===== src/rtl/ex_consts.svh =====
`ifndef EX_CONSTS_SVH
`define EX_CONSTS_SVH

//////////////////////////////////////////////////
// Datapath widths
//////////////////////////////////////////////////

// Integer data word
`define EX_XLEN        32
// Register file address, includes the FP/special bank bit
`define EX_RADDR_W     6

//////////////////////////////////////////////////
// Operator encodings and latencies
//////////////////////////////////////////////////

`define EX_ALU_OP_W    4
`define EX_MULT_OP_W   2
// Total cycles of MULH/MULHSU/MULHU, counted from issue to result
`define EX_MULH_CYCLES 3

`endif

===== src/rtl/ex_op_pkg.sv =====
`include "ex_consts.svh"

package ex_op_pkg;

  //////////////////////////////////////////////////
  // ALU operators
  //////////////////////////////////////////////////

  // Arithmetic, logic and shifts first
  // Branch compares kept contiguous at the top of the range
  typedef enum logic [`EX_ALU_OP_W-1:0] {
    ALU_ADD  = 4'd0,
    ALU_SUB  = 4'd1,
    ALU_AND  = 4'd2,
    ALU_OR   = 4'd3,
    ALU_XOR  = 4'd4,
    ALU_SLL  = 4'd5,
    ALU_SRL  = 4'd6,
    ALU_SRA  = 4'd7,
    ALU_SLT  = 4'd8,
    ALU_SLTU = 4'd9,
    ALU_EQ   = 4'd10,
    ALU_NE   = 4'd11,
    ALU_LT   = 4'd12,
    ALU_GE   = 4'd13,
    ALU_LTU  = 4'd14,
    ALU_GEU  = 4'd15
  } alu_op_e;

  // Multiplier operators, MUL is the only single-cycle one
  typedef enum logic [`EX_MULT_OP_W-1:0] {
    MULT_MUL    = 2'd0,
    MULT_MULH   = 2'd1,
    MULT_MULHSU = 2'd2,
    MULT_MULHU  = 2'd3
  } mult_op_e;

  // High-product sequencer
  typedef enum logic [1:0] {
    MS_IDLE = 2'd0,
    MS_BUSY = 2'd1,
    MS_DONE = 2'd2
  } mult_state_e;

  // Source of the ALU write port data
  typedef enum logic [1:0] {
    WP_NONE = 2'd0,
    WP_ALU  = 2'd1,
    WP_MULT = 2'd2,
    WP_CSR  = 2'd3
  } wp_src_e;

endpackage


===== src/rtl/ex_pipe_pkg.sv =====
`include "ex_consts.svh"

package ex_pipe_pkg;

  //////////////////////////////////////////////////
  // Basic vectors
  //////////////////////////////////////////////////

  // One integer data word
  typedef logic [`EX_XLEN-1:0] word_t;

  // Register file write address
  typedef logic [`EX_RADDR_W-1:0] reg_addr_t;

  //////////////////////////////////////////////////
  // Requests from ID
  //////////////////////////////////////////////////

  // ALU request
  // c carries the jump target for branches
  typedef struct packed {
    logic               enable;
    ex_op_pkg::alu_op_e op;
    word_t              a;
    word_t              b;
    word_t              c;
  } alu_req_t;

  // Multiplier request
  // Held stable by ID while the high product is computed
  typedef struct packed {
    logic                enable;
    ex_op_pkg::mult_op_e op;
    word_t               a;
    word_t               b;
  } mult_req_t;

  //////////////////////////////////////////////////
  // Register file write ports
  //////////////////////////////////////////////////

  // Shared by the forward port and the load/store write port
  typedef struct packed {
    logic      we;
    reg_addr_t addr;
    word_t     data;
  } wport_t;

endpackage


===== src/rtl/ex_stage.sv =====
module ex_stage (
  input  logic                   clk,
  input  logic                   rst_n,
  // Requests from ID
  input  ex_pipe_pkg::alu_req_t  alu_req_i,
  input  ex_pipe_pkg::mult_req_t mult_req_i,
  input  logic                   csr_access_i,
  input  ex_pipe_pkg::word_t     csr_rdata_i,
  // LSU
  input  logic                   lsu_en_i,
  input  logic                   lsu_ready_ex_i,
  input  logic                   lsu_err_i,
  input  ex_pipe_pkg::word_t     lsu_rdata_i,
  // Destination info from ID
  input  logic                   branch_in_ex_i,
  input  logic                   regfile_alu_we_i,
  input  ex_pipe_pkg::reg_addr_t regfile_alu_waddr_i,
  input  logic                   regfile_we_i,
  input  ex_pipe_pkg::reg_addr_t regfile_waddr_i,
  input  logic                   wb_ready_i,
  // Write ports
  output ex_pipe_pkg::wport_t    fw_port_o,
  output ex_pipe_pkg::wport_t    wb_port_o,
  // To IF
  output logic                   branch_decision_o,
  output ex_pipe_pkg::word_t     jump_target_o,
  // Handshake
  output logic                   ex_ready_o,
  output logic                   ex_valid_o,
  output logic                   mult_multicycle_o
);

  import ex_op_pkg::*;
  import ex_pipe_pkg::*;

  word_t   alu_result;
  logic    alu_cmp;
  word_t   mult_result;
  logic    mult_ready;
  wp_src_e wp_sel;
  logic    wb_load;
  logic    wb_flush;

  // Branch target is operand c as is
  assign branch_decision_o = alu_cmp;
  assign jump_target_o     = alu_req_i.c;

  //////////////////////////////////////////////////
  // Control
  //////////////////////////////////////////////////

  ex_ctrl u_ctrl (
    .clk            (clk),
    .rst_n          (rst_n),
    .alu_en_i       (alu_req_i.enable),
    .mult_en_i      (mult_req_i.enable),
    .csr_access_i   (csr_access_i),
    .lsu_en_i       (lsu_en_i),
    .mult_ready_i   (mult_ready),
    .lsu_ready_ex_i (lsu_ready_ex_i),
    .wb_ready_i     (wb_ready_i),
    .branch_in_ex_i (branch_in_ex_i),
    .wp_sel_o       (wp_sel),
    .wb_load_o      (wb_load),
    .wb_flush_o     (wb_flush),
    .ex_ready_o     (ex_ready_o),
    .ex_valid_o     (ex_valid_o)
  );

  //////////////////////////////////////////////////
  // Datapath
  //////////////////////////////////////////////////

  ex_alu u_alu (
    .req_i    (alu_req_i),
    .result_o (alu_result),
    .cmp_o    (alu_cmp)
  );

  // ex_ready_o releases a held high product
  ex_mult u_mult (
    .clk          (clk),
    .rst_n        (rst_n),
    .req_i        (mult_req_i),
    .ex_ready_i   (ex_ready_o),
    .result_o     (mult_result),
    .ready_o      (mult_ready),
    .multicycle_o (mult_multicycle_o)
  );

  ex_wb_port u_wb_port (
    .clk                 (clk),
    .rst_n               (rst_n),
    .wp_sel_i            (wp_sel),
    .alu_result_i        (alu_result),
    .mult_result_i       (mult_result),
    .csr_rdata_i         (csr_rdata_i),
    .regfile_alu_we_i    (regfile_alu_we_i),
    .regfile_alu_waddr_i (regfile_alu_waddr_i),
    .wb_load_i           (wb_load),
    .wb_flush_i          (wb_flush),
    .regfile_we_i        (regfile_we_i),
    .lsu_err_i           (lsu_err_i),
    .regfile_waddr_i     (regfile_waddr_i),
    .lsu_rdata_i         (lsu_rdata_i),
    .fw_port_o           (fw_port_o),
    .wb_port_o           (wb_port_o)
  );

endmodule


===== src/rtl/ex_wb_port.sv =====
module ex_wb_port (
  input  logic                   clk,
  input  logic                   rst_n,
  input  ex_op_pkg::wp_src_e     wp_sel_i,
  input  ex_pipe_pkg::word_t     alu_result_i,
  input  ex_pipe_pkg::word_t     mult_result_i,
  input  ex_pipe_pkg::word_t     csr_rdata_i,
  input  logic                   regfile_alu_we_i,
  input  ex_pipe_pkg::reg_addr_t regfile_alu_waddr_i,
  input  logic                   wb_load_i,
  input  logic                   wb_flush_i,
  input  logic                   regfile_we_i,
  input  logic                   lsu_err_i,
  input  ex_pipe_pkg::reg_addr_t regfile_waddr_i,
  input  ex_pipe_pkg::word_t     lsu_rdata_i,
  output ex_pipe_pkg::wport_t    fw_port_o,
  output ex_pipe_pkg::wport_t    wb_port_o
);

  import ex_op_pkg::*;
  import ex_pipe_pkg::*;

  logic      wb_we_q;
  reg_addr_t wb_waddr_q;
  logic      wb_we_d;

  //////////////////////////////////////////////////
  // ALU write port
  //////////////////////////////////////////////////

  assign fw_port_o.we   = regfile_alu_we_i;
  assign fw_port_o.addr = regfile_alu_waddr_i;

  always_comb begin
    case (wp_sel_i)
      WP_CSR:  fw_port_o.data = csr_rdata_i;
      WP_ALU:  fw_port_o.data = alu_result_i;
      WP_MULT: fw_port_o.data = mult_result_i;
      default: fw_port_o.data = '0;
    endcase
  end

  //////////////////////////////////////////////////
  // EX/WB register
  //////////////////////////////////////////////////

  // Faulting loads never reach the register file
  assign wb_we_d = regfile_we_i & ~lsu_err_i;

  always_ff @(posedge clk or negedge rst_n) begin
    if (!rst_n) begin
      wb_we_q    <= 1'b0;
      wb_waddr_q <= '0;
    end else if (wb_load_i) begin
      wb_we_q <= wb_we_d;
      // address only follows a write that will happen
      if (wb_we_d) begin
        wb_waddr_q <= regfile_waddr_i;
      end
    end else if (wb_flush_i) begin
      wb_we_q <= 1'b0;
    end
  end

  // Load data arrives from the LSU in the WB cycle itself
  assign wb_port_o.we   = wb_we_q;
  assign wb_port_o.addr = wb_waddr_q;
  assign wb_port_o.data = lsu_rdata_i;

  // Control never asks for both at once
  assert property (@(posedge clk) disable iff (!rst_n)
    !(wb_load_i && wb_flush_i));

endmodule


===== src/rtl/ex_ctrl.sv =====
module ex_ctrl (
  input  logic                clk,
  input  logic                rst_n,
  input  logic                alu_en_i,
  input  logic                mult_en_i,
  input  logic                csr_access_i,
  input  logic                lsu_en_i,
  input  logic                mult_ready_i,
  input  logic                lsu_ready_ex_i,
  input  logic                wb_ready_i,
  input  logic                branch_in_ex_i,
  output ex_op_pkg::wp_src_e  wp_sel_o,
  output logic                wb_load_o,
  output logic                wb_flush_o,
  output logic                ex_ready_o,
  output logic                ex_valid_o
);

  import ex_op_pkg::*;

  logic units_ready;
  logic any_en;

  //////////////////////////////////////////////////
  // Stall control
  //////////////////////////////////////////////////

  // All units that can hold the stage
  assign units_ready = mult_ready_i & lsu_ready_ex_i & wb_ready_i;
  assign any_en      = alu_en_i | mult_en_i | csr_access_i | lsu_en_i;

  // Valid travels right and does not look at ex_ready_o
  assign ex_valid_o = any_en & units_ready;
  // Branches resolve in EX and never wait on WB
  assign ex_ready_o = units_ready | branch_in_ex_i;

  //////////////////////////////////////////////////
  // Write port source and EX/WB commands
  //////////////////////////////////////////////////

  // CSR wins over ALU, ALU over the multiplier
  always_comb begin
    if (csr_access_i) begin
      wp_sel_o = WP_CSR;
    end else if (alu_en_i) begin
      wp_sel_o = WP_ALU;
    end else if (mult_en_i) begin
      wp_sel_o = WP_MULT;
    end else begin
      wp_sel_o = WP_NONE;
    end
  end

  // Capture on a leaving instruction
  assign wb_load_o  = ex_valid_o;
  // WB drains with nothing behind it
  assign wb_flush_o = ~ex_valid_o & wb_ready_i;

  // A stalled multiplier always belongs to an enabled request
  assert property (@(posedge clk) disable iff (!rst_n)
    !mult_ready_i |-> mult_en_i);

endmodule


===== src/rtl/ex_mult.sv =====
`include "ex_consts.svh"

module ex_mult (
  input  logic                   clk,
  input  logic                   rst_n,
  input  ex_pipe_pkg::mult_req_t req_i,
  input  logic                   ex_ready_i,
  output ex_pipe_pkg::word_t     result_o,
  output logic                   ready_o,
  output logic                   multicycle_o
);

  import ex_op_pkg::*;
  import ex_pipe_pkg::*;

  // Counts the cycles already spent with ready_o low
  typedef logic [$clog2(`EX_MULH_CYCLES)-1:0] cnt_t;

  logic                          sext_a;
  logic                          sext_b;
  logic signed [`EX_XLEN:0]      op_a;
  logic signed [`EX_XLEN:0]      op_b;
  logic signed [2*`EX_XLEN+1:0]  prod;
  logic                          mulh_req;
  mult_state_e                   state_q;
  mult_state_e                   state_d;
  cnt_t                          cnt_q;
  cnt_t                          cnt_d;
  logic                          hi_load;
  word_t                         hi_q;

  //////////////////////////////////////////////////
  // 33x33 signed multiplier
  //////////////////////////////////////////////////

  // MULH signs both operands, MULHSU only a, MULHU neither
  assign sext_a = (req_i.op == MULT_MULH) || (req_i.op == MULT_MULHSU);
  assign sext_b = (req_i.op == MULT_MULH);

  assign op_a = {sext_a & req_i.a[`EX_XLEN-1], req_i.a};
  assign op_b = {sext_b & req_i.b[`EX_XLEN-1], req_i.b};
  assign prod = op_a * op_b;

  // Anything but MUL takes the multi-cycle path
  assign mulh_req = req_i.enable && (req_i.op != MULT_MUL);

  //////////////////////////////////////////////////
  // High-product sequencer
  //////////////////////////////////////////////////

  always_comb begin
    state_d      = state_q;
    cnt_d        = cnt_q;
    hi_load      = 1'b0;
    ready_o      = 1'b1;
    multicycle_o = 1'b0;
    case (state_q)
      MS_IDLE: begin
        // Issue cycle already counts as the first stalled one
        if (mulh_req) begin
          ready_o      = 1'b0;
          multicycle_o = 1'b1;
          cnt_d        = cnt_t'(1);
          state_d      = MS_BUSY;
        end
      end
      MS_BUSY: begin
        ready_o      = 1'b0;
        multicycle_o = 1'b1;
        if (cnt_q == cnt_t'(`EX_MULH_CYCLES - 2)) begin
          hi_load = 1'b1;
          state_d = MS_DONE;
        end else begin
          cnt_d = cnt_q + cnt_t'(1);
        end
      end
      MS_DONE: begin
        // Result stays on the port until the pipeline moves on
        if (ex_ready_i) begin
          state_d = MS_IDLE;
        end
      end
      default: state_d = MS_IDLE;
    endcase
  end

  always_ff @(posedge clk or negedge rst_n) begin
    if (!rst_n) begin
      state_q <= MS_IDLE;
      cnt_q   <= '0;
    end else begin
      state_q <= state_d;
      cnt_q   <= cnt_d;
    end
  end

  // Upper half captured on the last busy cycle
  always_ff @(posedge clk) begin
    if (hi_load) begin
      hi_q <= prod[2*`EX_XLEN-1:`EX_XLEN];
    end
  end

  // Low product is combinational for MUL
  assign result_o = (state_q == MS_DONE) ? hi_q : prod[`EX_XLEN-1:0];

  // ID must not change the operands under a running high multiply
  assert property (@(posedge clk) disable iff (!rst_n)
    !ready_o |=> $stable(req_i));

endmodule


===== src/rtl/ex_alu.sv =====
`include "ex_consts.svh"

module ex_alu (
  input  ex_pipe_pkg::alu_req_t req_i,
  output ex_pipe_pkg::word_t    result_o,
  output logic                  cmp_o
);

  import ex_op_pkg::*;
  import ex_pipe_pkg::*;

  // Adder
  logic              sub;
  word_t             b_add;
  word_t             sum;
  // Comparator flags
  logic              eq;
  logic              lt_s;
  logic              lt_u;
  // Shifter
  logic              shift_left;
  word_t             shift_in;
  logic [`EX_XLEN:0] shift_ext;
  logic [`EX_XLEN:0] shift_res;
  word_t             shift_out;

  //////////////////////////////////////////////////
  // Adder and comparators
  //////////////////////////////////////////////////

  // SUB as a + ~b + 1
  assign sub   = (req_i.op == ALU_SUB);
  assign b_add = sub ? ~req_i.b : req_i.b;
  assign sum   = req_i.a + b_add + word_t'(sub);

  assign eq   = (req_i.a == req_i.b);
  assign lt_s = ($signed(req_i.a) < $signed(req_i.b));
  assign lt_u = (req_i.a < req_i.b);

  //////////////////////////////////////////////////
  // Barrel shifter
  //////////////////////////////////////////////////

  // One right shifter; left shifts run on the bit-reversed operand
  assign shift_left = (req_i.op == ALU_SLL);

  always_comb begin
    for (int i = 0; i < `EX_XLEN; i++) begin
      shift_in[i] = shift_left ? req_i.a[`EX_XLEN-1-i] : req_i.a[i];
    end
  end

  // Extra top bit carries the sign only for SRA
  assign shift_ext = {(req_i.op == ALU_SRA) & req_i.a[`EX_XLEN-1], shift_in};
  // Shift amount is the low 5 bits of b
  assign shift_res = $signed(shift_ext) >>> req_i.b[4:0];

  always_comb begin
    for (int i = 0; i < `EX_XLEN; i++) begin
      shift_out[i] = shift_left ? shift_res[`EX_XLEN-1-i] : shift_res[i];
    end
  end

  //////////////////////////////////////////////////
  // Branch decision and result select
  //////////////////////////////////////////////////

  // Only meaningful for EQ through GEU
  always_comb begin
    case (req_i.op)
      ALU_EQ:  cmp_o = eq;
      ALU_NE:  cmp_o = ~eq;
      ALU_LT:  cmp_o = lt_s;
      ALU_GE:  cmp_o = ~lt_s;
      ALU_LTU: cmp_o = lt_u;
      ALU_GEU: cmp_o = ~lt_u;
      default: cmp_o = 1'b0;
    endcase
  end

  always_comb begin
    case (req_i.op)
      ALU_ADD,
      ALU_SUB:  result_o = sum;
      ALU_AND:  result_o = req_i.a & req_i.b;
      ALU_OR:   result_o = req_i.a | req_i.b;
      ALU_XOR:  result_o = req_i.a ^ req_i.b;
      ALU_SLL,
      ALU_SRL,
      ALU_SRA:  result_o = shift_out;
      ALU_SLT:  result_o = word_t'(lt_s);
      ALU_SLTU: result_o = word_t'(lt_u);
      // Branch compares return the decision bit
      default:  result_o = word_t'(cmp_o);
    endcase
  end

endmodule


===== config.mk =====
export PLATFORM = sky130hd
export DESIGN_NAME = ex_stage
export DESIGN_NICKNAME = d
export VERILOG_FILES = /design/src/rtl/ex_op_pkg.sv /design/src/rtl/ex_pipe_pkg.sv /design/src/rtl/ex_stage.sv /design/src/rtl/ex_wb_port.sv /design/src/rtl/ex_ctrl.sv /design/src/rtl/ex_mult.sv /design/src/rtl/ex_alu.sv
export VERILOG_INCLUDE_DIRS = /design/src /design/src/rtl
export SDC_FILE = /design/constraint.sdc
export NUM_CORES = 2
export LEC_CHECK = 0
export ABC_AREA = 0
export ABC_CLOCK_PERIOD_IN_PS = 5740
export BUFFER_PORTS_ARGS = -buffer_cell sky130_fd_sc_hd__buf_2
export CAP_MARGIN = 30
export CORE_UTILIZATION = 35
export DETAILED_ROUTE_END_ITERATION = 8
export PLACE_DENSITY_LB_ADDON = 0.25
export SYNTH_ARGS = -nofsm -noshare
export SYNTH_HDL_FRONTEND = slang
export SYNTH_HIERARCHICAL = 1
export SYNTH_SLANG_ARGS = --single-unit
export TNS_END_PERCENT = 50

===== constraint.sdc =====
create_clock -name clk -period 5.74 [get_ports clk]
set_input_delay 0 -clock clk [delete_from_list [all_inputs] [get_ports clk]]
set_output_delay 0 -clock clk [all_outputs]
set_load 0.02 [all_outputs]

==> load_flow_metrics.sql <==
INSERT INTO impl_metrics (metric_group, metric, value, unit) VALUES
('timing', 'setup_total_negative_slack', '-51940', 'ps'),
('clock_network', 'cts.root.buffer_cell', 'sky130_fd_sc_hd__clkbuf_16', ''),
('detailed_routing', 'post_detailed_route_count_of_antenna_violating_nets', '0', ''),
('floorplanning', 'top_level_ports', '368', ''),
('timing', 'setup_viol', '52', ''),
('global_routing', 'antenna_violations_before_repair', '6', ''),
('detailed_routing', 'drc_errors', '0', ''),
('synthesis', 'synth-edff-count', '32', ''),
('placement', 'portBuffers', '225', ''),
('detailed_routing', 'detail_route.wl_per_cell', '20.1', 'um'),
('synthesis', 'seq_area_frac_synth', '0.0253', ''),
('layout', 'nets', '7783', ''),
('synthesis', 'synth.distinct_cells', '96', ''),
('hold_path', 'hold_path_depth', '0', ''),
('clock_network', 'clock-sinks', '43', ''),
('synthesis', 'postSynthNetCount', '7302', ''),
('worst_setup_path', 'slowest_stage', 'sky130_fd_sc_hd__fa_1', ''),
('layout', 'mostFrequentLayoutCell', 'sky130_fd_sc_hd__inv_1', ''),
('floorplanning', 'dieHeight', '376', 'um'),
('timing', 'achievable-frequency', '137', 'MHz'),
('placement', 'hpwl', '139', 'mm'),
('outcome', 'outcome', 'finished, violations left', ''),
('synthesis', 'netlist_area', '49000', 'sq um'),
('timing', 'report.final.slew_viol_count', '0', ''),
('layout', 'drive_above_1_share', '0.212', ''),
('worst_setup_path', 'critical_path_class', 'input port to register', ''),
('timing', 'finalClockSkew', '10.4', 'ps'),
('timing', 'rsz0062_at_grt', 'true', ''),
('synthesis', 'synth-async-reset-ratio', '0.256', ''),
('clock_network', 'tritoncts', 'done', ''),
('floorplanning', 'floorplan.die_area', '141000', 'sq um'),
('synthesis', 'post_synth.cell_area_avg', '8.78', 'sq um'),
('floorplanning', 'initial_utilization', '0.354', ''),
('timing', 'layout_setup_ws', '-1540', 'ps'),
('synthesis', 'yosys_warnings', '6', ''),
('global_routing', 'first_pass_grt_wire_length', '251', 'mm'),
('outcome', 'failed_checks', 'setup timing', ''),
('worst_setup_path', 'critical_path_arrival', '7330', 'ps'),
('worst_setup_path', 'cp_data_required_time', '5790', 'ps'),
('global_routing', 'first_global_vias', '42500', ''),
('clock_network', 'cts_buffers', '5', ''),
('layout', 'layout_common_cells', 'sky130_fd_sc_hd__inv_1 (1222), sky130_fd_sc_hd__fa_1 (1083), sky130_fd_sc_hd__nand2_1 (909), sky130_fd_sc_hd__buf_4 (505), sky130_fd_sc_hd__ha_1 (307)', ''),
('global_routing', 'gr-usage-all-layers', '0.229', ''),
('layout', 'fillers', '13800', ''),
('floorplanning', 'floorplan_row_count', '136', ''),
('placement', 'gp_congestion', '0.949', ''),
('floorplanning', 'fp.coreArea', '138000', 'sq um'),
('detailed_routing', 'detail_route.wirelength', '159', 'mm'),
('worst_setup_path', 'dominant_delay_contributor_by_cell_family_on_the_critical_path', 'adder cells', ''),
('global_routing', 'globalRoute.totalOverflow', '0', ''),
('timing', 'final_hold_viol_count', '0', ''),
('timing', 'fin_hold_ws', '0.00776', 'ps'),
('worst_setup_path', 'path_common_cell', 'sky130_fd_sc_hd__fa_1', ''),
('layout', 'areaGrowthSynthToFinish', '19.7', '%'),
('timing', 'final_min_period_over_clock_period', '1.27', ''),
('job', 'maxCapViolCount', '0', ''),
('synthesis', 'synth.ff_latch_count', '43', ''),
('global_routing', 'grt_max_degree', '45', ''),
('worst_setup_path', 'worst_r2r_path_depth', '5', ''),
('clock_network', 'insertion_delay', '300', 'ps'),
('clock_network', 'h-tree-depth', '2', ''),
('clock_network', 'clock_path_buffers', '2', ''),
('worst_setup_path', 'cp_num_cells', '28', ''),
('timing', 'timing.slew.headroom', '0.306', ''),
('synthesis', 'postSynthCellCount', '5576', ''),
('detailed_routing', 'count_of_vias_placed_by_the_detailed_router', '39500', ''),
('synthesis', 'postSynth.topFlopCell', 'sky130_fd_sc_hd__edfxtp_1', ''),
('worst_setup_path', 'crit_fanout', '5', ''),
('worst_setup_path', 'cp-start-kind', 'input port', ''),
('hold_path', 'hold_path.class', 'input port to primary output', ''),
('clock_network', 'clk_transition_reported_paths', '70', 'ps'),
('detailed_routing', 'drt_first_iter_violations', '2406', ''),
('floorplanning', 'die_width', '376', 'um'),
('worst_setup_path', 'worstPathBufferInverterCount', '7', ''),
('timing', 'slew_of_the_pin_with_the_lowest_slew_margin', '1030', 'ps'),
('detailed_routing', 'first_pass_drt_iterations', '6', ''),
('timing', 'min_cycle_time_layout', '7280', 'ps'),
('detailed_routing', 'avgViaCountPerCell', '4.99', ''),
('worst_setup_path', 'cp-end-kind', 'register', ''),
('worst_setup_path', 'worst_stage_delay_on_the_critical_path', '580', 'ps');
[cells by family (layout without fill, tap and decap cells)]
logic type	count (synthesis)	after routing	synth area share
AOI/OAI and AO/OA	582	582	0.0810
and+or+nand+nor	1566	1566	0.145
xor gates and xnor gates	134	134	0.0240
DFF	43	43	0.0253
buffers and inverters	1660	2142	0.138
muxes	119	119	0.0379
other	0	1	0
adders and majority gates	1472	1472	0.549
[area by class of cell]
cell class	instances	area [sq um]	share of cell area
well taps	1863	2330	0.0398
clock buffers	5	125	0.00214
clock inverters	3	26.3	0.000448
inverters	1279	4830	0.0824
repair buffers	855	7370	0.126
flip-flops and latches	43	1240	0.0211
diodes	1	2.50	0.0000427
multi-input cells	3873	42700	0.728
[per-stage QoR]
stage	worst slack, ps	area [sq um]	std cells	util
CTS	-1580	57900	7907	0.419
global placement	-1970	55500	7834	0.402
finish	-1540	58600	7922	0.424
floorplan	-1690	49300	5576	-
global route	-1750	58600	7921	0.424
detailed placement	-2030	55500	7835	0.402
[layer usage]
metal | global-route usage | up-vias | part of all wire
met3 | 0.0238 | 191 | 0.051
met4 | 0.0616 | 6 | 0.031
met5 | 0 | - | 0.00026
met2 | 0.386 | 1138 | 0.49
met1 | 0.313 | 20500 | 0.43
li1 | - | 17700 | -
[timing repair]
| action | in CTS | in global routing |
|---|---|---|
| pin swaps | 209 | 138 |
| hold endpoints to repair | 17 | 0 |
| endpoints found under the setup margin | 53 | 54 |
| resized for setup | 396 | 148 |
| cloned | 1 | 3 |
| setup buffers | 66 | 19 |
| hold buffers | 7 | 0 |
[final timing paths]
kind,start,endpoint,slack (ps)
min in group asynchronous,rst_n,u_wb_port/wb_waddr_q[1]$_DFFE_PN0P_,100
min,alu_req_i[31],jump_target_o[31],0.008
min reg2reg,u_wb_port/wb_waddr_q[4]$_DFFE_PN0P_,u_wb_port/wb_waddr_q[4]$_DFFE_PN0P_,510
max reg2reg,u_mult/state_q[0]$_DFFE_PN0P_,u_wb_port/wb_waddr_q[5]$_DFFE_PN0P_,3860
max,mult_req_i[65],u_mult/hi_q[26]$_DFFE_PP_,-1540
max in group asynchronous,rst_n,u_mult/cnt_q[1]$_DFFE_PN0P_,5440
[flip-flops by register name, summed over array words and instances (netlist names)]
signal	cells
u_mult/cnt_q	2
u_mult/hi_q	32
u_mult/state_q	2
u_wb_port/wb_waddr_q	6
u_wb_port/wb_we_q	1
[cells in the mapped netlist (all sizes together) (41+ instances only)]
library cell / count / area (sq um)
inv: 1276 / 4790
fa: 1126 / 22500
nand2: 932 / 3500
ha: 346 / 4330
and2: 273 / 1710
clkbuf: 252 / 960
nor2: 148 / 556
a21oi: 144 / 732
buf: 128 / 973
o21ai: 111 / 567
xnor2: 96 / 841
a21o: 48 / 364
mux2: 44 / 608
nand3: 41 / 205
[worst reg2reg max path: stages, from the launching register on]
cell and delay, ps:
sky130_fd_sc_hd__dfrtp_1 400, sky130_fd_sc_hd__o21bai_1 340, sky130_fd_sc_hd__nand3_1 160, sky130_fd_sc_hd__nor2_1 200
sky130_fd_sc_hd__nand3b_1 290, sky130_fd_sc_hd__mux2_2 360
Power is left out: the tool's default activity adds up to more than one toggle a clock period on the data nets, which glitch-free logic cannot reach.
